## src/design/ext_mem_consts.svh

```systemverilog
`ifndef EXT_MEM_CONSTS_SVH
`define EXT_MEM_CONSTS_SVH

// Front-end byte address and data word
`define EXT_MEM_ADDR_W 14
`define EXT_MEM_DATA_W 32
`define EXT_MEM_STRB_W (`EXT_MEM_DATA_W / 8)

// Cache geometry, shared by both caches
`define EXT_MEM_INDEX_W 5    // 32 lines
`define EXT_MEM_OFFSET_W 2   // 4 words per line
`define EXT_MEM_BOFF_W 2     // Byte offset in a word

// What is left of the address above the index, space bit excluded
`define EXT_MEM_TAG_W \
   (`EXT_MEM_ADDR_W - 1 - `EXT_MEM_INDEX_W - `EXT_MEM_OFFSET_W - `EXT_MEM_BOFF_W)

`define EXT_MEM_NLINES (1 << `EXT_MEM_INDEX_W)
`define EXT_MEM_NWORDS (1 << `EXT_MEM_OFFSET_W)

// Back-end memory is word addressed
`define EXT_MEM_BE_ADDR_W 12

// Hit and miss counters
`define EXT_MEM_CNT_W 16

`endif

```

## src/design/cache_ctrl_pkg.sv

```systemverilog
`include "ext_mem_consts.svh"

package cache_ctrl_pkg;

   // Control registers, word aligned in the control space
   typedef enum logic [1:0] {
      CTRL_INVALIDATE = 2'd0,   // Write only
      CTRL_HITS       = 2'd1,
      CTRL_MISSES     = 2'd2
   } ctrl_sel_e;

   // Address as seen by the caches
   typedef struct packed {
      logic                         space;   // 0 memory, 1 cache control
      logic [`EXT_MEM_TAG_W-1:0]    tag;
      logic [`EXT_MEM_INDEX_W-1:0]  index;
      logic [`EXT_MEM_OFFSET_W-1:0] woff;
      logic [`EXT_MEM_BOFF_W-1:0]   boff;
   } mem_addr_t;

   // Address as seen by the control registers
   typedef struct packed {
      logic                                      space;
      logic [`EXT_MEM_ADDR_W-`EXT_MEM_BOFF_W-4:0] unused;
      ctrl_sel_e                                 sel;
      logic [`EXT_MEM_BOFF_W-1:0]                boff;
   } ctrl_addr_t;

   typedef union packed {
      mem_addr_t  mem;
      ctrl_addr_t ctrl;
   } daddr_u;

   typedef logic [`EXT_MEM_CNT_W-1:0] cnt_t;

endpackage

```

## src/design/mem_bus_pkg.sv

```systemverilog
`include "ext_mem_consts.svh"

package mem_bus_pkg;

   // Front-end request from a CPU port
   // A strobe of zero is a read
   typedef struct packed {
      logic                       valid;
      logic [`EXT_MEM_ADDR_W-1:0] addr;    // Byte address
      logic [`EXT_MEM_DATA_W-1:0] wdata;
      logic [`EXT_MEM_STRB_W-1:0] wstrb;
   } fe_req_t;

   // Front-end response, ack is a single-cycle pulse
   typedef struct packed {
      logic                       ack;
      logic [`EXT_MEM_DATA_W-1:0] rdata;
   } fe_resp_t;

   // Back-end request, one word per request
   typedef struct packed {
      logic                          valid;
      logic [`EXT_MEM_BE_ADDR_W-1:0] addr;   // Word address
      logic [`EXT_MEM_DATA_W-1:0]    wdata;
      logic [`EXT_MEM_STRB_W-1:0]    wstrb;
   } be_req_t;

   // Back-end response from memory
   typedef struct packed {
      logic                       ack;
      logic [`EXT_MEM_DATA_W-1:0] rdata;
   } be_resp_t;

endpackage

```

## src/design/dbus_decode.sv

```systemverilog
`timescale 1ns/1ps
`include "ext_mem_consts.svh"

module dbus_decode (
   input  logic                  clk_i,
   input  logic                  rst_i,
   input  mem_bus_pkg::fe_req_t  dreq_i,
   output mem_bus_pkg::fe_resp_t dresp_o,
   output mem_bus_pkg::fe_req_t  creq_o,
   input  mem_bus_pkg::fe_resp_t cresp_i,
   input  logic                  hit_i,
   input  logic                  miss_i,
   output logic                  invalidate_o
);

   cache_ctrl_pkg::daddr_u     daddr;
   cache_ctrl_pkg::cnt_t       hits_q;
   cache_ctrl_pkg::cnt_t       misses_q;
   cache_ctrl_pkg::cnt_t       sel_cnt;
   logic                       ctrl_req;
   logic                       ctrl_ack_q;
   logic [`EXT_MEM_DATA_W-1:0] ctrl_rdata_q;

   assign daddr    = dreq_i.addr;
   // No new control access during our own ack cycle
   assign ctrl_req = dreq_i.valid & daddr.ctrl.space & ~ctrl_ack_q;

   always_comb begin
      creq_o       = dreq_i;
      creq_o.valid = dreq_i.valid & ~daddr.mem.space;   // Memory space only
   end

   always_comb begin
      case (daddr.ctrl.sel)
         cache_ctrl_pkg::CTRL_HITS:   sel_cnt = hits_q;
         cache_ctrl_pkg::CTRL_MISSES: sel_cnt = misses_q;
         default:                     sel_cnt = '0;
      endcase
   end

   always_ff @(posedge clk_i or posedge rst_i) begin
      if (rst_i) begin
         ctrl_ack_q   <= 1'b0;
         invalidate_o <= 1'b0;
      end else begin
         ctrl_ack_q   <= ctrl_req;
         invalidate_o <= ctrl_req & (|dreq_i.wstrb) &
                         (daddr.ctrl.sel == cache_ctrl_pkg::CTRL_INVALIDATE);
      end
   end

   always_ff @(posedge clk_i) begin
      if (ctrl_req) begin
         ctrl_rdata_q <= {{(`EXT_MEM_DATA_W - `EXT_MEM_CNT_W){1'b0}}, sel_cnt};
      end
   end

   // Data cache event counters
   always_ff @(posedge clk_i or posedge rst_i) begin
      if (rst_i) begin
         hits_q   <= '0;
         misses_q <= '0;
      end else begin
         if (hit_i) hits_q <= hits_q + 1'b1;
         if (miss_i) misses_q <= misses_q + 1'b1;
      end
   end

   always_comb begin
      if (ctrl_ack_q) begin
         dresp_o.ack   = 1'b1;
         dresp_o.rdata = ctrl_rdata_q;
      end else begin
         dresp_o = cresp_i;
      end
   end

endmodule

```

## config.mk

```make
export PLATFORM = sky130hd
export DESIGN_NAME = dbus_decode
export DESIGN_NICKNAME = d
export VERILOG_FILES = /design/src/design/cache_ctrl_pkg.sv /design/src/design/mem_bus_pkg.sv /design/src/design/dbus_decode.sv
export VERILOG_INCLUDE_DIRS = /design/src /design/src/design
export SDC_FILE = /design/constraint.sdc
export NUM_CORES = 1
export LEC_CHECK = 0
export ABC_AREA = 0
export BUFFER_PORTS_ARGS = -buffer_cell sky130_fd_sc_hd__buf_2
export CAP_MARGIN = 10
export CORE_MARGIN = 1
export CORE_UTILIZATION = 40
export DETAILED_ROUTE_END_ITERATION = 12
export GPL_TIMING_DRIVEN = 0
export PLACE_DENSITY = 0.75
export SLEW_MARGIN = 10
export SYNTH_ARGS = -nofsm -noshare
export SYNTH_HDL_FRONTEND = slang
export SYNTH_SLANG_ARGS = --single-unit
```

## constraint.sdc

```tcl
create_clock -name clk_i -period 2.15 [get_ports clk_i]
set_input_delay 0.215 -clock clk_i [delete_from_list [all_inputs] [get_ports clk_i]]
set_output_delay 0.215 -clock clk_i [all_outputs]
set_load 0.05 [all_outputs]
```

==> results of run 1 <==
[critical path, stage by stage, from the launching register on]
cell and delay (ps):
dfrtp_1 510, buf_2 310, mux2_2 390, buf_2 220
[registers in the layout, indices dropped and copies added, names as in the netlist]
register,count
ctrl_ack_q,1
ctrl_rdata_q,16
hits_q,16
invalidate_o,1
misses_q,16
[layer usage]
layer / wire (um) / part of all wire / vias to the layer above / GRT usage
li1: - / - / 1135 / -
met1: 3189 / 0.41 / 1110 / 0.2613
met2: 3733 / 0.48 / 88 / 0.3274
met3: 583 / 0.076 / 16 / 0.04739
met4: 184 / 0.024 / 2 / 0.07452
met5: 9 / 0.0012 / - / 0
[layout make-up]
type,count,area (sq um)
Sequential cell,50,1331
Timing Repair Buffer,129,645.6
Clock inverter,3,45.04
Fill cell,649,3107
Inverter,6,22.52
Multi-Input combinational cell,155,1144
Buffer,60,422.9
Tap cell,96,120.1
Clock buffer,5,68.82
[placed cells by master, fill, tap and decap left out, types with 2 or more instances in the layout]
cell and count:
a22oi_1 16, buf_2 130, buf_4 50, clkbuf_1 7
clkbuf_8 5, clkinvlp_4 2, dfrtp_1 34, edfxtp_1 16
ha_1 5, inv_1 5, mux2_2 18, nand2_1 12
nand3_1 7, nand4_1 7, nor2_1 12, nor2b_1 34
nor3_1 3, or2_2 2, xnor2_1 15, xor2_1 15
[final timing paths]
| check | start | end | cells after the start |
|---|---|---|---|
| setup / recovery | ctrl_ack_q | dresp_o[11] | 3 |
| hold / removal | rst_i | misses_q[9] | 2 |
| setup reg to reg | ctrl_ack_q | ctrl_rdata_q[13] | 2 |
| hold reg to reg | misses_q[15] | misses_q[15] | 1 |
| max in group asynchronous | rst_i | misses_q[0] | 2 |
| min in group clk_i | miss_i | misses_q[0] | 2 |
[logic make-up after synthesis]
group	synth area share
adder cells (fa/ha/maj)	0.02142
buffers and inverters	0.1534
XOR/XNOR	0.08998
multiplexers	0.06941
AO/OA/AOI/OAI	0.04413
AND/OR/NAND/NOR	0.1658
flip-flops	0.4559
[stage by stage]
| step | TNS, ps | hold slack, ps | setup WS (ps) | utilization | instance area (sq um) |
|---|---|---|---|---|---|
| final | 0 | 15.46 | 199.2 | 0.5502 | 3800 |
| after global routing | 0 | 85.30 | 102.0 | 0.5502 | 3800 |
| after CTS | 0 | 42.60 | 7.120 | 0.5507 | 3804 |
| after detailed placement | -3089 | 383.2 | -192.4 | 0.5337 | 3686 |
| after global placement | -832.5 | 458.0 | -53.08 | 0.5337 | 3686 |
| after floorplan | 0 | 302.1 | 279.7 | - | 2920 |
[power by group through the flow]
stage / clock [W] / combinational [W] / sequential [W]
6_report: 0.000673 / 0.000921 / 0.00132
5_1_grt: 0.000720 / 0.000994 / 0.00135
4_1_cts: 0.000685 / 0.000932 / 0.00132
3_5_place_dp: 0 / 0.000928 / 0.00134
3_3_place_gp: 0 / 0.000905 / 0.00132
2_1_floorplan: 0 / 0.000731 / 0.00128
[timing repair]
item                                    CTS  global route
endpoints found under the setup margin   18            10
gates resized for setup                   2             0
pin swaps                                 0             0
cloned                                    0             0
hold buffers                              0             0
==> metrics.md, run 1 <==
| Metric | Value |
|---|---|
| Pleak | `1.874 nW` |
| RSZ-0062 raised after global routing | `no` |
| Register bit count reported by yosys | `50` |
| Final setup viols | `0` |
| ANT nets after route | `0` |
| Non-filler instance count after layout | `504` |
| Synthesis-to-finish area growth | `30.12%` |
| Initial antenna violation count | `1` |
| Die area | `0.007647 sq mm` |
| Syn_area_per_cell | `between 10 and 15 sq um` |
| Synth top area cells | `dfrtp_1 29%, edfxtp_1 16%, buf_4 13%, nor2b_1 7.3%, mux2_2 6.9%` |
| I/O Buffers | `129` |
| Most used flip-flop cell after synthesis | `dfrtp_1` |
| Switching part of the total | `0.3759` |
| Clock Sinks | `50` |
| CTS H-tree depth | `2` |
| Largest net degree at the start of global routing | `35` |
| Clk root buf | `clkbuf_8` |
| Gate Count Post-Synth | `between 200 and 300` |
| Worst-margin pin slew | `826.6 ps` |
| Period minus WS final | `about 2000 ps` |
| Highest clock rate | `0.5126 GHz` |
| Post-Syn Nets | `365` |
| EDFF count, synth | `16` |
| Number of global-route vias before repair | `roughly 2300` |
| Num CTS Buffers | `5` |
| Crit path DAT | `1740 ps` |
| Top-count cell post-synth | `buf_4` |
| Worst endpoint required time | `between 1500 and 2000 ps` |
| Clk_lat worst skew | `310 ps` |
| Layout cells sized above 1 | `0.5270` |
| Async SR Flop Fraction | `0.6800` |
| Initial DRC count | `69` |
| GR Overflow Total | `0` |
| Max-Cap Viols | `0` |
| Final GP Congestion | `0.8855` |
| Final WL | `7.700 mm` |
| Post-synth top area cell | `dfrtp_1` |
| Starting Density | `0.4228` |
| FF-to-FF setup slack | `330 ps` |
| Hold Violations, Final | `0` |
| Critical path peak fanout | `10` |
| Sequential Power Share | `0.454` |
| Vias per Instance | `4.665` |
| Total placed cells including tap cells | `497` |
| Top cell type's share of synthesized area | `0.2913` |
| TritonCTS clock tree | `yes` |
| Comb power frac | `0.316` |
| Slew margin rel. | `0.4483` |
| WL per Instance | `15.28 um` |
| Final period util | `0.9073` |
| Worst Path Class, Setup | `flip-flop to output pin` |
| Worst IR drop on VDD | `0.0003677 V` |
| Core area | `0.006907 sq mm` |
| Register area share after synthesis | `0.4559` |
| Drt drc | `0` |
| Clock share of power | `0.231` |
| Synth Warn # | `0` |
| Via Count | `around 2400` |
| Pre-antenna DRT Iters | `4` |
| Clock buffer depth | `2` |
| Die X | `roughly 90 um` |
| Row count | `30` |
| Postcts setup bufs | `0` |
| Post-DP HPWL | `6.405 mm` |
| Clock transition at path regs | `100 ps` |
| Pwr Total | `a little under 0.003 W` |
| CP Launch Type | `flip-flop` |
| Worst setup EP type | `output pin` |
| Antenna diodes | `0` |
| Clock Skew | `8.413 ps` |
| First-pass GRT wire length | `11.67 mm` |
| Slew Limit Fails | `0` |
| Mapped cell area | `0.002920 sq mm` |
| Hold Path Class | `input pin to asynchronous set/reset pin` |
| Final nets | `500` |
| All-Layer GR Usage | `0.2015` |
| Int Pwr | `0.001820 W` |
| Yosys cell types | `27` |
| Die Span Y | `87.45 um` |
| P_sw | `0.001096 W` |
| IO Pins | `173` |
| Status | `completed` |
| Top post-synthesis cells by count | `50 x buf_4, 34 x dfrtp_1, 34 x nor2b_1` |
| Power per Cell Area | `767.6 mW/mm^2` |
No activity file was read; power rests on OpenSTA's default activity.
==> inputs of run 2 (changes only) <==
clock period = 2.4 ns   (was 2.15 ns; I/O delays follow)
==> metrics.md, run 2 (same netlist as run 1, synthesis figures left out) <==
| Metric | Value |
|---|---|
| WL per Instance | `15.30 um` |
| Critical path peak fanout | `10` |
| Post-DP HPWL | `roughly 6.4 mm` |
| Synthesis-to-finish area growth | `30.21%` |
| Vias per Instance | `between 4 and 5` |
| CP Launch Type | `flip-flop` |
| Pleak | `roughly 1.9 nW` |
| Non-filler instance count after layout | `505` |
| Total placed cells including tap cells | `497` |
| Row count | `30` |
| Die Span Y | `87.45 um` |
| Pwr Total | `0.002616 W` |
| Worst-margin pin slew | `about 860 ps` |
| Power per Cell Area | `688.1 mW/mm^2` |
| Crit path DAT | `slightly below 2000 ps` |
| Post-Route Setup TNS | `0 ps` |
| Worst setup EP type | `output pin` |
| Period minus WS final | `between 2000 and 2500 ps` |
| Final setup viols | `0` |
| Post-CTS sizing | `0` |
| Clock Sinks | `50` |
| Largest net degree at the start of global routing | `35` |
| Slew Limit Fails | `0` |
| I/O Buffers | `129` |
| Via Count | `around 2400` |
| Final period util | `0.9040` |
| CTS H-tree depth | `2` |
| Hold Violations, Final | `0` |
| Pre-antenna DRT Iters | `4` |
| Core area | `0.006907 sq mm` |
| Worst Path Class, Setup | `flip-flop to output pin` |
| RSZ-0062 raised after global routing | `no` |
| Final nets | `501` |
| Clk_lat worst skew | `310 ps` |
| Final GP Congestion | `~0.89` |
| Die area | `0.007647 sq mm` |
| Clock Skew | `10.59 ps` |
| GR Overflow Total | `0` |
| Post-placement worst setup slack | `about 58 ps` |
| Final WL | `7.729 mm` |
| Status | `completed` |
| Worst IR drop on VDD | `between 0.0003 and 0.0004 V` |
| Postcts setup bufs | `0` |
| Slew margin rel. | `0.4240` |
| Post-CTS Hold Buffers | `0` |
| Biggest regs | `ctrl_rdata_q (16), hits_q (16), misses_q (16)` |
| TritonCTS clock tree | `yes` |
| Max-Cap Viols | `0` |
| Layout cells sized above 1 | `0.5232` |
| Initial antenna violation count | `1` |
| Most frequent cells in the layout | `130 x buf_2, 50 x buf_4, 34 x nor2b_1, 34 x dfrtp_1, 18 x mux2_2` |
| Hold Path Class | `input pin to asynchronous set/reset pin` |
| Starting Density | `0.4228` |
| All-Layer GR Usage | `0.2019` |
| Clock transition at path regs | `approximately 100 ps` |
| Clock buffer depth | `2` |
| Highest clock rate | `0.4609 GHz` |
| Drt drc | `0` |
| ANT nets after route | `0` |
| Number of global-route vias before repair | `2269` |
| Initial DRC count | `85` |
| IO Pins | `173` |
| Final worst slack | `230.3 ps` |
| Worst endpoint required time | `between 2000 and 2500 ps` |
| Die X | `87.45 um` |
| Commonest non-fill, non-tap cell in the layout | `buf_2` |
| Antenna diodes | `0` |
| Clk root buf | `clkbuf_8` |
| First-pass GRT wire length | `11.68 mm` |
| Post-Route Utilization | `0.5505` |
| Num CTS Buffers | `5` |
## run 2: cell types whose count changed in the layout (fill, tap and decap cells not counted), sizes merged
cell / change
clkbuf: +1
## run 2: worst max-delay path: stages (launching register included)
cell      delay [ps]
dfrtp_1          330
clkbuf_1         320
clkbuf_1         370
mux2_2           380
buf_2            210
## run 2: power by group
group	internal, W	leakage (nW)	switching, W
combinational	0.000309	1.22	0.000519
sequential	0.00101	0.597	0.000172
clock	0.000310	0.0504	0.000295
total	0.00163	1.87	0.000985
## run 2: final timing paths
| kind | startpoint | endpoint | slack (ps) | cells after the start |
|---|---|---|---|---|
| max | ctrl_ack_q | dresp_o[15] | 230 | 4 |
| min | rst_i | misses_q[9] | 40 | 2 |
| max reg2reg | ctrl_ack_q | ctrl_rdata_q[13] | 460 | 3 |
| min reg2reg | misses_q[15] | misses_q[15] | 480 | 1 |
| max in group asynchronous | rst_i | misses_q[0] | 1900 | 2 |
| min in group clk_i | miss_i | misses_q[0] | 180 | 2 |
## run 2: through the flow
step	instance area [sq um]	hold slack, ps
6_report	3802	38.52
3_3_place_gp	3686	458.0
2_1_floorplan	2920	327.1
4_1_cts	3800	67.60
3_5_place_dp	3686	408.2
5_1_grt	3802	113.0
## run 2: routing by layer
| metal | wire length, um | track usage | up-vias | share of wire |
|---|---|---|---|---|
| met3 | 596 | 0.04739 | 16 | 0.077 |
| li1 | - | - | 1134 | - |
| met2 | 3759 | 0.3267 | 97 | 0.49 |
| met5 | 9 | 0 | - | 0.0012 |
| met1 | 3189 | 0.2631 | 1107 | 0.41 |
| met4 | 174 | 0.07452 | 2 | 0.023 |
## run 2: area by class of cell
cell class	count	area, sq um
Buffer	61	425.4
Inverter	6	22.52
Clock buffer	5	68.82
Clock inverter	3	45.04
Sequential cell	50	1331
Timing Repair Buffer	129	645.6
Tap cell	96	120.1
Fill cell	651	3104
Multi-Input combinational cell	155	1144
