===== config.mk =====
export PLATFORM = sky130hd
export DESIGN_NAME = be_merge
export DESIGN_NICKNAME = d
export VERILOG_FILES = /design/src/design/mem_bus_pkg.sv /design/src/design/be_merge.sv
export VERILOG_INCLUDE_DIRS = /design/src /design/src/design
export SDC_FILE = /design/constraint.sdc
export NUM_CORES = 1
export LEC_CHECK = 0
export ABC_AREA = 0
export BUFFER_PORTS_ARGS = -buffer_cell sky130_fd_sc_hd__buf_2
export CAP_MARGIN = 5
export CORE_AREA = 8 8 91 93
export CTS_BUF_LIST = sky130_fd_sc_hd__clkbuf_4 sky130_fd_sc_hd__clkbuf_8 sky130_fd_sc_hd__clkbuf_16
export CTS_CLUSTER_SIZE = 28
export DETAILED_ROUTE_END_ITERATION = 6
export DIE_AREA = 0 0 99 101
export MAX_ROUTING_LAYER = met4
export PLACE_DENSITY_LB_ADDON = 0.12
export SLEW_MARGIN = 20
export SYNTH_ARGS = -nofsm -noshare
export SYNTH_HDL_FRONTEND = slang
export SYNTH_SLANG_ARGS = --single-unit

===== constraint.sdc =====
create_clock -name clk_i -period 1.45 [get_ports clk_i]
set_input_delay 0.29 -clock clk_i [delete_from_list [all_inputs] [get_ports clk_i]]
set_output_delay 0.29 -clock clk_i [all_outputs]
set_load 0.05 [all_outputs]

===== src/design/ext_mem_consts.svh =====
`ifndef EXT_MEM_CONSTS_SVH
`define EXT_MEM_CONSTS_SVH

// Front-end byte address and data word
`define EXT_MEM_ADDR_W 14
`define EXT_MEM_DATA_W 32
`define EXT_MEM_STRB_W (`EXT_MEM_DATA_W / 8)

// Cache geometry, shared by both caches
`define EXT_MEM_INDEX_W 5    // 32 lines
`define EXT_MEM_OFFSET_W 2   // 4 words per line
`define EXT_MEM_BOFF_W 2     // Byte offset in a word

// What is left of the address above the index, space bit excluded
`define EXT_MEM_TAG_W \
   (`EXT_MEM_ADDR_W - 1 - `EXT_MEM_INDEX_W - `EXT_MEM_OFFSET_W - `EXT_MEM_BOFF_W)

`define EXT_MEM_NLINES (1 << `EXT_MEM_INDEX_W)
`define EXT_MEM_NWORDS (1 << `EXT_MEM_OFFSET_W)

// Back-end memory is word addressed
`define EXT_MEM_BE_ADDR_W 12

// Hit and miss counters
`define EXT_MEM_CNT_W 16

`endif


===== src/design/mem_bus_pkg.sv =====
`include "ext_mem_consts.svh"

package mem_bus_pkg;

   // Front-end request from a CPU port
   // A strobe of zero is a read
   typedef struct packed {
      logic                       valid;
      logic [`EXT_MEM_ADDR_W-1:0] addr;    // Byte address
      logic [`EXT_MEM_DATA_W-1:0] wdata;
      logic [`EXT_MEM_STRB_W-1:0] wstrb;
   } fe_req_t;

   // Front-end response, ack is a single-cycle pulse
   typedef struct packed {
      logic                       ack;
      logic [`EXT_MEM_DATA_W-1:0] rdata;
   } fe_resp_t;

   // Back-end request, one word per request
   typedef struct packed {
      logic                          valid;
      logic [`EXT_MEM_BE_ADDR_W-1:0] addr;   // Word address
      logic [`EXT_MEM_DATA_W-1:0]    wdata;
      logic [`EXT_MEM_STRB_W-1:0]    wstrb;
   } be_req_t;

   // Back-end response from memory
   typedef struct packed {
      logic                       ack;
      logic [`EXT_MEM_DATA_W-1:0] rdata;
   } be_resp_t;

endpackage


===== src/design/be_merge.sv =====
`timescale 1ns/1ps

module be_merge (
   input  logic                  clk_i,
   input  logic                  rst_i,
   input  mem_bus_pkg::be_req_t  d_req_i,
   input  mem_bus_pkg::be_req_t  i_req_i,
   output mem_bus_pkg::be_resp_t d_resp_o,
   output mem_bus_pkg::be_resp_t i_resp_o,
   output mem_bus_pkg::be_req_t  m_req_o,
   input  mem_bus_pkg::be_resp_t m_resp_i,
   input  logic                  invalidate_i,
   output logic                  inval_o
);

   logic busy_q;    // Grant locked until ack
   logic owner_q;   // 1 when the instruction cache holds the bus
   logic sel_i;
   logic pend_q;    // Invalidate waiting for an idle back end

   // Data cache wins when the bus is free
   assign sel_i   = busy_q ? owner_q : ~d_req_i.valid;
   assign m_req_o = sel_i ? i_req_i : d_req_i;

   always_ff @(posedge clk_i or posedge rst_i) begin
      if (rst_i) begin
         busy_q  <= 1'b0;
         owner_q <= 1'b0;
      end else if (m_resp_i.ack) begin
         busy_q <= 1'b0;
      end else if (m_req_o.valid) begin
         busy_q  <= 1'b1;
         owner_q <= sel_i;
      end
   end

   // Ack goes to the owner only
   always_comb begin
      d_resp_o.ack   = m_resp_i.ack & ~sel_i;
      d_resp_o.rdata = m_resp_i.rdata;
      i_resp_o.ack   = m_resp_i.ack & sel_i;
      i_resp_o.rdata = m_resp_i.rdata;
   end

   // Never flush while either cache is talking to memory
   assign inval_o = pend_q & ~d_req_i.valid & ~i_req_i.valid;

   always_ff @(posedge clk_i or posedge rst_i) begin
      if (rst_i) begin
         pend_q <= 1'b0;
      end else if (invalidate_i) begin
         pend_q <= 1'b1;
      end else if (inval_o) begin
         pend_q <= 1'b0;
      end
   end

endmodule


==> results of run 1 <==
-- worst max-delay path, cell delays in order (launching register included) --
cell and delay [ps]:
dfrtp_1 410, nor2_2 70, a21oi_4 150, buf_12 160
clkbuf_16 160, mux2_4 300, buf_6 150
-- sequential cells by signal, indices dropped and copies added, names as in the netlist --
register	cells
busy_q	1
owner_q	1
pend_q	1
-- synthesized netlist by cell type --
cell type / count
nor2_1: 5
dfrtp_1: 3
buf_4: 64
inv_1: 2
buf_6: 5
o21ai_0: 1
nor3_1: 1
nand2b_1: 1
a21oi_2: 1
mux2_4: 8
mux2_2: 40
mux2i_1: 1
a21oi_1: 3
and2_1: 2
-- worst min-delay path by stage --
| stage | from | endpoint | slack, ps |
|---|---|---|---|
| final | invalidate_i | pend_q | 270 |
| after global routing | invalidate_i | pend_q | 280 |
| after CTS | invalidate_i | pend_q | 270 |
| after detailed placement | rst_i | owner_q | 160 |
| after global placement | rst_i | owner_q | 160 |
| after floorplan | rst_i | busy_q | 40 |
-- per-stage QoR --
stage          worst slack [ps]  setup TNS (ps)  instances
2_1_floorplan              -149           -7280        137
3_3_place_gp               -302          -13640        309
3_5_place_dp               -322          -14610        309
4_1_cts                    -499          -22920        318
5_1_grt                    -540          -25970        320
6_report                   -476          -22500        320
-- layout make-up --
class,instances,area [sq um]
Fill cell,715,4570
Timing Repair Buffer,166,1320
Multi-Input combinational cell,63,822
Tap cell,82,103
Sequential cell,3,75.1
Clock buffer,4,48.8
Inverter,2,7.51
-- timing repair --
| action | 4_1_cts | 5_1_grt |
|---|---|---|
| setup endpoints to repair | 51 | 51 |
| pin swaps | 1 | 1 |
| resized for setup | 110 | 7 |
| hold endpoints to repair | 3 | 0 |
| cloned | 2 | 1 |
| hold buffers | 1 | 0 |
| buffers inserted | 2 | 1 |
-- per-layer routing --
| metal | global-route usage [%] | up-vias | share of wire (%) |
|---|---|---|---|
| met2 | 18.5 | 128 | 47 |
| met3 | 4.14 | 35 | 12 |
| met1 | 10.7 | 558 | 37 |
| met4 | 4.49 | 0 | 3.8 |
| li1 | - | 597 | - |
| met5 | - | - | 0 |
-- where the power goes --
group	switching, mW	total [mW]	internal (mW)
sequential	0.00945	0.102	0.0927
clock	0.0567	0.263	0.206
combinational	0.907	1.71	0.800
total	0.973	2.07	1.10
-- logic make-up (layout without fill, tap and decap cells) --
family          after synthesis  count (layout)  synth area share (%)
simple gates                  9               9                  3.35
buf+inv                      71             172                  42.8
flops                         3               3                  5.91
mux                          49              49                  45.7
compound gates                5               5                  2.26
==> metrics, run 1 <==
Mean Syn Cell Area 9.28 sq um; Pre-antenna DRT Iters 4; type of the worst setup path reg2out; post-synth top area share 37.8%; Final Cycle Share 133%; Reg2Reg Launch Point busy_q; Syn Inst Count 137; design area 0.00237 sq mm; first-pass GRT wire length 8.26 mm; routed vias/inst 4.12; Area contributors post-synth buf_4 (38%), mux2_2 (35%), mux2_4 (9.4%); sequential share of the synthesized area 5.91%; DRC violations left 0; worst clock skew 0.825 ps; DIE WIDTH 99 um; most frequent cells in the layout buf_2 (102), mux2_4 (48), buf_6 (47); fin crit period 1930 ps; worst setup margin -476 ps; routed len/inst 18.1 um; Post-Syn Area 0.00127 sq mm; Clock Latency Late Sink 220 ps; maximum vdd drop 470 uV; total gr overflow 0; final core occ 34.2%; CORE AREA 0.00694 sq mm; max frequency 0.519 GHz; worst path arrival time 1640 ps; crit path from busy_q; Rows 31; number of global-route vias before repair 1449; Clock Tree Buf Depth 2; violated checks setup timing; reg2reg end owner_q; FF+latch count, synth 3; number of H-tree branching levels 1; Slew HR 83.3%; TritonCTS Buffers 3; Worst Path Max Fanout 8; area leader, netlist buf_4; Worst Max-Slew Pin Slew 252 ps; Leak Pwr 1.34 nW; WHS 268 ps; area delta synth->final 86.5%; clk root buf clkbuf_8; gr usage total 10.7%; Worst Hold Class in2reg; Worst Path Required 1160 ps; DRC marker count from the first detailed-route iteration 13; die height 101 um; final wirelength 5.80 mm; Initial Util 18.3%; YS warnings 0; Worst Setup EP m_req_o[46]; CTS clk-pin slew, worst paths 30 ps; PwrDens 874 mW/mm^2; CTS tree yes; Hold Crit Depth 2; Final Max Slew Viols 0; synthesized net count 271; Setup crit end kind output port; IO Port Bufs 153; remaining antenna violation count after routing 0; num ports 250; RSZ-0062 raised after global routing yes; Setup Viol. Count Final 51; CTS Sinks 3; Critical Path Source Type register; reg-to-reg slack, setup 460 ps; die area 0.0100 sq mm; largest net degree at the start of global routing 17; Final GP Congestion 0.740; leading cell type in the layout, fill and taps excluded buf_2; Synth cell types 14; HPWL Detailed 4.89 mm; Fin. Hold Viols 0; Nets 373; initial antenna violation count 0; Tot Pwr 2.07 mW; status finished, violations left; max cap viols 0; R2R depth 4; Ant. Diodes 0; placed cell areas 0.00182 sq mm; share of layout cells above drive strength 1 92.9%; overall via count from detail_route 1318
No activity file was read; power rests on OpenSTA's default activity.
==> run 2: changes to the inputs <==
--- a/config.mk
+++ b/config.mk
@@ -11,3 +11,3 @@
 export CAP_MARGIN = 5
-export CORE_AREA = 8 8 91 93
+export CORE_AREA = 8 8 90 92
 export CTS_BUF_LIST = sky130_fd_sc_hd__clkbuf_4 sky130_fd_sc_hd__clkbuf_8 sky130_fd_sc_hd__clkbuf_16
@@ -15,3 +15,3 @@
 export DETAILED_ROUTE_END_ITERATION = 6
-export DIE_AREA = 0 0 99 101
+export DIE_AREA = 0 0 98 100
 export MAX_ROUTING_LAYER = met4
==> constraint.sdc (replaced) <==
create_clock -name clk_i -period 2.5 [get_ports clk_i]
set_input_delay 0.5 -clock clk_i [delete_from_list [all_inputs] [get_ports clk_i]]
set_output_delay 0.5 -clock clk_i [all_outputs]
set_load 0.02 [all_outputs]
==> metrics, run 2 (synthesized netlist as in run 1, its figures left out) <==
status finished, final reports clean (was finished, violations left); Fillers 756 (was 715); total gr overflow 0 (unchanged); Final Cycle Share 88.3%; CTS tree yes (unchanged); final wirelength 4.93 mm (was 5.80 mm); Clock Tree Buf Depth 2 (unchanged); TritonCTS Buffers 3 (unchanged); number of global-route vias before repair 1264 (was 1449); IO Port Bufs 153 (unchanged); Setup Viol. Count Final 0 (was 51); Worst Max-Slew Pin Slew 210 ps (was 252 ps); fin crit period 2210 ps; max cap viols 0 (unchanged); clk root buf clkbuf_8 (unchanged); hold buffer count at cts 0 (was 1); Worst Path Max Fanout 28 (was 8); initial antenna violation count 0 (unchanged); PwrDens 414 mW/mm^2 (was 874 mW/mm^2); largest net degree at the start of global routing 29 (was 17); DRC marker count from the first detailed-route iteration 17 (was 13); Clock Latency Late Sink 220 ps (about the same); gr usage total 9.30% (was 10.7%); num ports 250 (unchanged); CORE AREA 0.00664 sq mm (was 0.00694 sq mm); worst path arrival time 1710 ps (was 1640 ps); CTS Sinks 3 (unchanged); type of the worst setup path reg2out (unchanged); Worst Path Required 2000 ps (was 1160 ps); most frequent cells in the layout buf_2 (153), mux2_2 (40), mux2_4 (8) (was buf_2 (102), mux2_4 (48), buf_6 (47)); number of H-tree branching levels 1 (unchanged); setup bufs post-CTS 0 (was 2); Critical Path Source Type register (unchanged); Ant. Diodes 0 (unchanged); routed vias/inst 3.87 (was 4.12); area delta synth->final 33.5% (was 86.5%); die area 0.00980 sq mm (was 0.0100 sq mm); Slew HR 86.0% (was 83.3%); cts repair resizes 0 (was 110); DIE WIDTH 98 um (was 99 um); worst clock skew 0.313 ps (was 0.825 ps); remaining antenna violation count after routing 0 (unchanged); max frequency 0.453 GHz; DRC violations left 0 (unchanged); Pre-antenna DRT Iters 4 (unchanged); die height 100 um (was 101 um); Nets 362 (was 373); Setup crit end kind output port (unchanged); final setup TNS 0 ps (was -22500 ps); Final Max Slew Viols 0 (unchanged); WHS 140 ps (was 268 ps); maximum vdd drop 280 uV (was 470 uV); first-pass GRT wire length 7.20 mm (was 8.26 mm); Fin. Hold Viols 0 (unchanged); Leak Pwr 0.954 nW (was 1.34 nW); largest registers busy_q: 1 flops, owner_q: 1 flops, pend_q: 1 flops (unchanged); Final GP Congestion 0.766 (was 0.740); Rows 30 (was 31); routed len/inst 16.1 um (was 18.1 um); share of layout cells above drive strength 1 91.6% (was 92.9%); leading cell type in the layout, fill and taps excluded buf_2 (unchanged); Worst Hold Class in2async (was in2reg); overall via count from detail_route 1189 (was 1318); Initial Util 19.1% (was 18.3%); CTS clk-pin slew, worst paths 30 ps (about the same); RSZ-0062 raised after global routing no (was yes); HPWL Detailed 4.41 mm (was 4.89 mm); reg-to-reg slack, setup 1600 ps (was 460 ps)
==> run 2: critical path, cell delays in order (launching register included) <==
cell and delay (ps):
dfrtp_1 440, nor2_1 110, a21oi_4 190, buf_12 220, mux2_2 360, buf_2 160
==> run 2: area by class of cell <==
| type | count | area [sq um] | share of cell area, % |
|---|---|---|---|
| flip-flops and latches | 3 | 75.1 | 4.42 |
| multi-input cells | 63 | 659 | 38.9 |
| clock buffers | 4 | 48.8 | 2.88 |
| well taps | 80 | 100 | 5.90 |
| inverters | 2 | 7.51 | 0.442 |
| repair buffers | 155 | 806 | 47.5 |
==> run 2: worst paths after layout <==
kind	from	endpoint	depth (start not counted)
setup / recovery	busy_q	m_req_o[16]	5
hold / removal	rst_i	pend_q	2
setup reg to reg	busy_q	owner_q	3
hold reg to reg	pend_q	pend_q	2
max in group asynchronous	rst_i	owner_q	2
min in group clk_i	invalidate_i	pend_q	2
==> run 2: stage by stage <==
step / setup WS (ps) / instances / utilization, % / power, mW / instance area [sq um]
final: 293 / 307 / 25.5 / 0.702 / 1700
after floorplan: 635 / 137 / - / 0.522 / 1270
after CTS: 277 / 307 / 25.5 / 0.715 / 1700
after global placement: 342 / 303 / 24.8 / 0.561 / 1650
after detailed placement: 343 / 303 / 24.8 / 0.558 / 1650
after global routing: 222 / 307 / 25.5 / 0.749 / 1700
==> run 2: power breakdown <==
part | switching (mW) | internal (mW)
combinational | 0.250 | 0.239
sequential | 0.00692 | 0.0538
clock | 0.0324 | 0.120
total | 0.289 | 0.413
==> run 2: per-layer routing <==
layer  share of wire [%]  up-vias  track usage, %
met3                  12       32            3.46
met5                   0        -               -
li1                    -      575               -
met4                 2.6        0            4.32
met1                  39      488            9.31
met2                  47       94            15.9
==> run 3: changes to the inputs <==
Settings changed: CORE_AREA 8 8 90 92 to 2 2 97 99, DIE_AREA 0 0 98 100 to 0 0 99 101, PLACE_DENSITY_LB_ADDON 0.12 to 0.15.
==> metrics, run 3 (synthesized netlist as in run 1, its figures left out) <==
status finished, final reports clean (unchanged); reg2reg end owner_q (unchanged); worst clock skew 0.476 ps (was 0.313 ps); first-pass GRT wire length 4.84 mm (was 7.20 mm); Setup Viol. Count Final 0 (unchanged); Setup crit end kind output port (unchanged); number of H-tree branching levels 1 (unchanged); leading cell type in the layout, fill and taps excluded buf_2 (unchanged); worst path arrival time 1700 ps (was 1710 ps); Worst Hold Class in2async (unchanged); type of the worst setup path reg2out (unchanged); HPWL Detailed 3.35 mm (was 4.41 mm); cts repair resizes 0 (unchanged); largest net degree at the start of global routing 28 (was 29); routed len/inst 11.3 um (was 16.1 um); max frequency 0.454 GHz (was 0.453 GHz); reg-to-reg slack, setup 1640 ps (was 1600 ps); clk root buf clkbuf_8 (unchanged); Slew HR 85.6% (was 86.0%); remaining antenna violation count after routing 0 (unchanged); Worst Path Required 2000 ps (about the same); final core occ 19.3% (was 25.5%); gr usage total 5.99% (was 9.30%); Fin. Hold Viols 0 (unchanged); num ports 250 (unchanged); DIE WIDTH 99 um (was 98 um); Rows 35 (was 30); Nets 362 (unchanged); Final Cycle Share 88.0% (was 88.3%); total gr overflow 0 (unchanged); fin crit period 2200 ps (was 2210 ps); CTS tree yes (unchanged); initial antenna violation count 0 (unchanged); design area 0.00174 sq mm (was 0.00170 sq mm); Fillers 1018 (was 756); DRC violations left 0 (unchanged); Initial Util 14.2% (was 19.1%); crit path from busy_q (unchanged); R2R depth 3 (unchanged); placed cell areas 0.00169 sq mm (was 0.00165 sq mm); CTS clk-pin slew, worst paths 30 ps (about the same); TritonCTS Buffers 3 (unchanged); Leak Pwr 0.954 nW (unchanged); die height 101 um (was 100 um); Critical Path Source Type register (unchanged); CORE AREA 0.00898 sq mm (was 0.00664 sq mm); most frequent cells in the layout buf_2 (153), mux2_2 (40), mux2_4 (8) (unchanged); DRC marker count from the first detailed-route iteration 8 (was 17); slowest cell on the critical path dfrtp_1 (unchanged); max cap viols 0 (unchanged); final setup TNS 0 ps (unchanged); Final GP Congestion 0.658 (was 0.766); share of layout cells above drive strength 1 91.6% (unchanged); Worst Setup EP m_req_o[24] (was m_req_o[16]); Clock Latency Late Sink 210 ps (was 220 ps); RSZ-0062 raised after global routing no (unchanged); IO Port Bufs 153 (unchanged); area delta synth->final 36.5% (was 33.5%); crit path cell chain nor2_1, a21oi_4, buf_12, mux2_2, buf_2 (unchanged); overall via count from detail_route 1194 (was 1189); setup bufs post-CTS 0 (unchanged); Ant. Diodes 0 (unchanged); hold buffer count at cts 0 (unchanged); crit-path max cell delay 440 ps (about the same); Worst Max-Slew Pin Slew 216 ps (was 210 ps); die area 0.0100 sq mm (was 0.00980 sq mm); Worst Path Max Fanout 27 (was 28); largest registers busy_q: 1 flops, owner_q: 1 flops, pend_q: 1 flops (unchanged); CTS Sinks 3 (unchanged); number of global-route vias before repair 1054 (was 1264); routed vias/inst 3.53 (was 3.87); final wirelength 3.81 mm (was 4.93 mm); Pre-antenna DRT Iters 4 (unchanged); maximum vdd drop 495 uV (was 280 uV); Clock Tree Buf Depth 2 (unchanged); Reg2Reg Launch Point busy_q (unchanged); Final Max Slew Viols 0 (unchanged); PwrDens 398 mW/mm^2 (was 414 mW/mm^2)
run 3: cell counts in the layout (fill, tap and decap cells not counted):
Identical to the previous run, type by type.
run 3: area by class of cell:
cell class / instances / area (sq um) / area share [%]
Clock buffer: 4 / 48.8 / 2.81
Inverter: 2 / 7.51 / 0.433
Multi-Input combinational cell: 63 / 659 / 38.0
Sequential cell: 3 / 75.1 / 4.33
Tap cell: 111 / 139 / 8.00
Timing Repair Buffer: 155 / 806 / 46.4
run 3: where the power goes:
group          switching, mW  total, mW  internal (mW)  leakage (nW)
registers            0.00666     0.0604         0.0538        0.0340
logic                  0.240      0.480          0.239         0.894
clock network         0.0304      0.150          0.119        0.0262
run 3: how the worst min path moves through the flow:
stage / endpoint / slack, ps / cells after the start
CTS: pend_q / 160 / 2
finish: owner_q / 160 / 2
detailed placement: pend_q / 380 / 2
global route: pend_q / 170 / 2
floorplan: busy_q / 250 / 1
global placement: pend_q / 380 / 2
run 3: per-stage QoR:
step | hold WS [ps] | setup slack, ps | total power [mW] | instances
after global routing | 169 | 234 | 0.734 | 338
final | 155 | 300 | 0.690 | 338
after detailed placement | 379 | 335 | 0.549 | 334
after CTS | 158 | 265 | 0.703 | 338
after global placement | 379 | 353 | 0.549 | 334
after floorplan | 254 | 635 | 0.522 | 137
run 3: layer usage:
metal,part of all wire [%],up-vias,GRT usage [%]
li1,-,575,-
met1,31,502,5.43
met2,51,97,12.0
met3,15,20,1.80
met4,2.4,0,1.69
met5,0,-,-
run 3: critical path, delay by kind of cell (launching register included):
family / cells / cell delay [ps]
muxes: 1 / 350
and+or+nand+nor: 1 / 110
DFF: 1 / 440
AOI/OAI and AO/OA: 1 / 190
buffers and inverters: 2 / 380
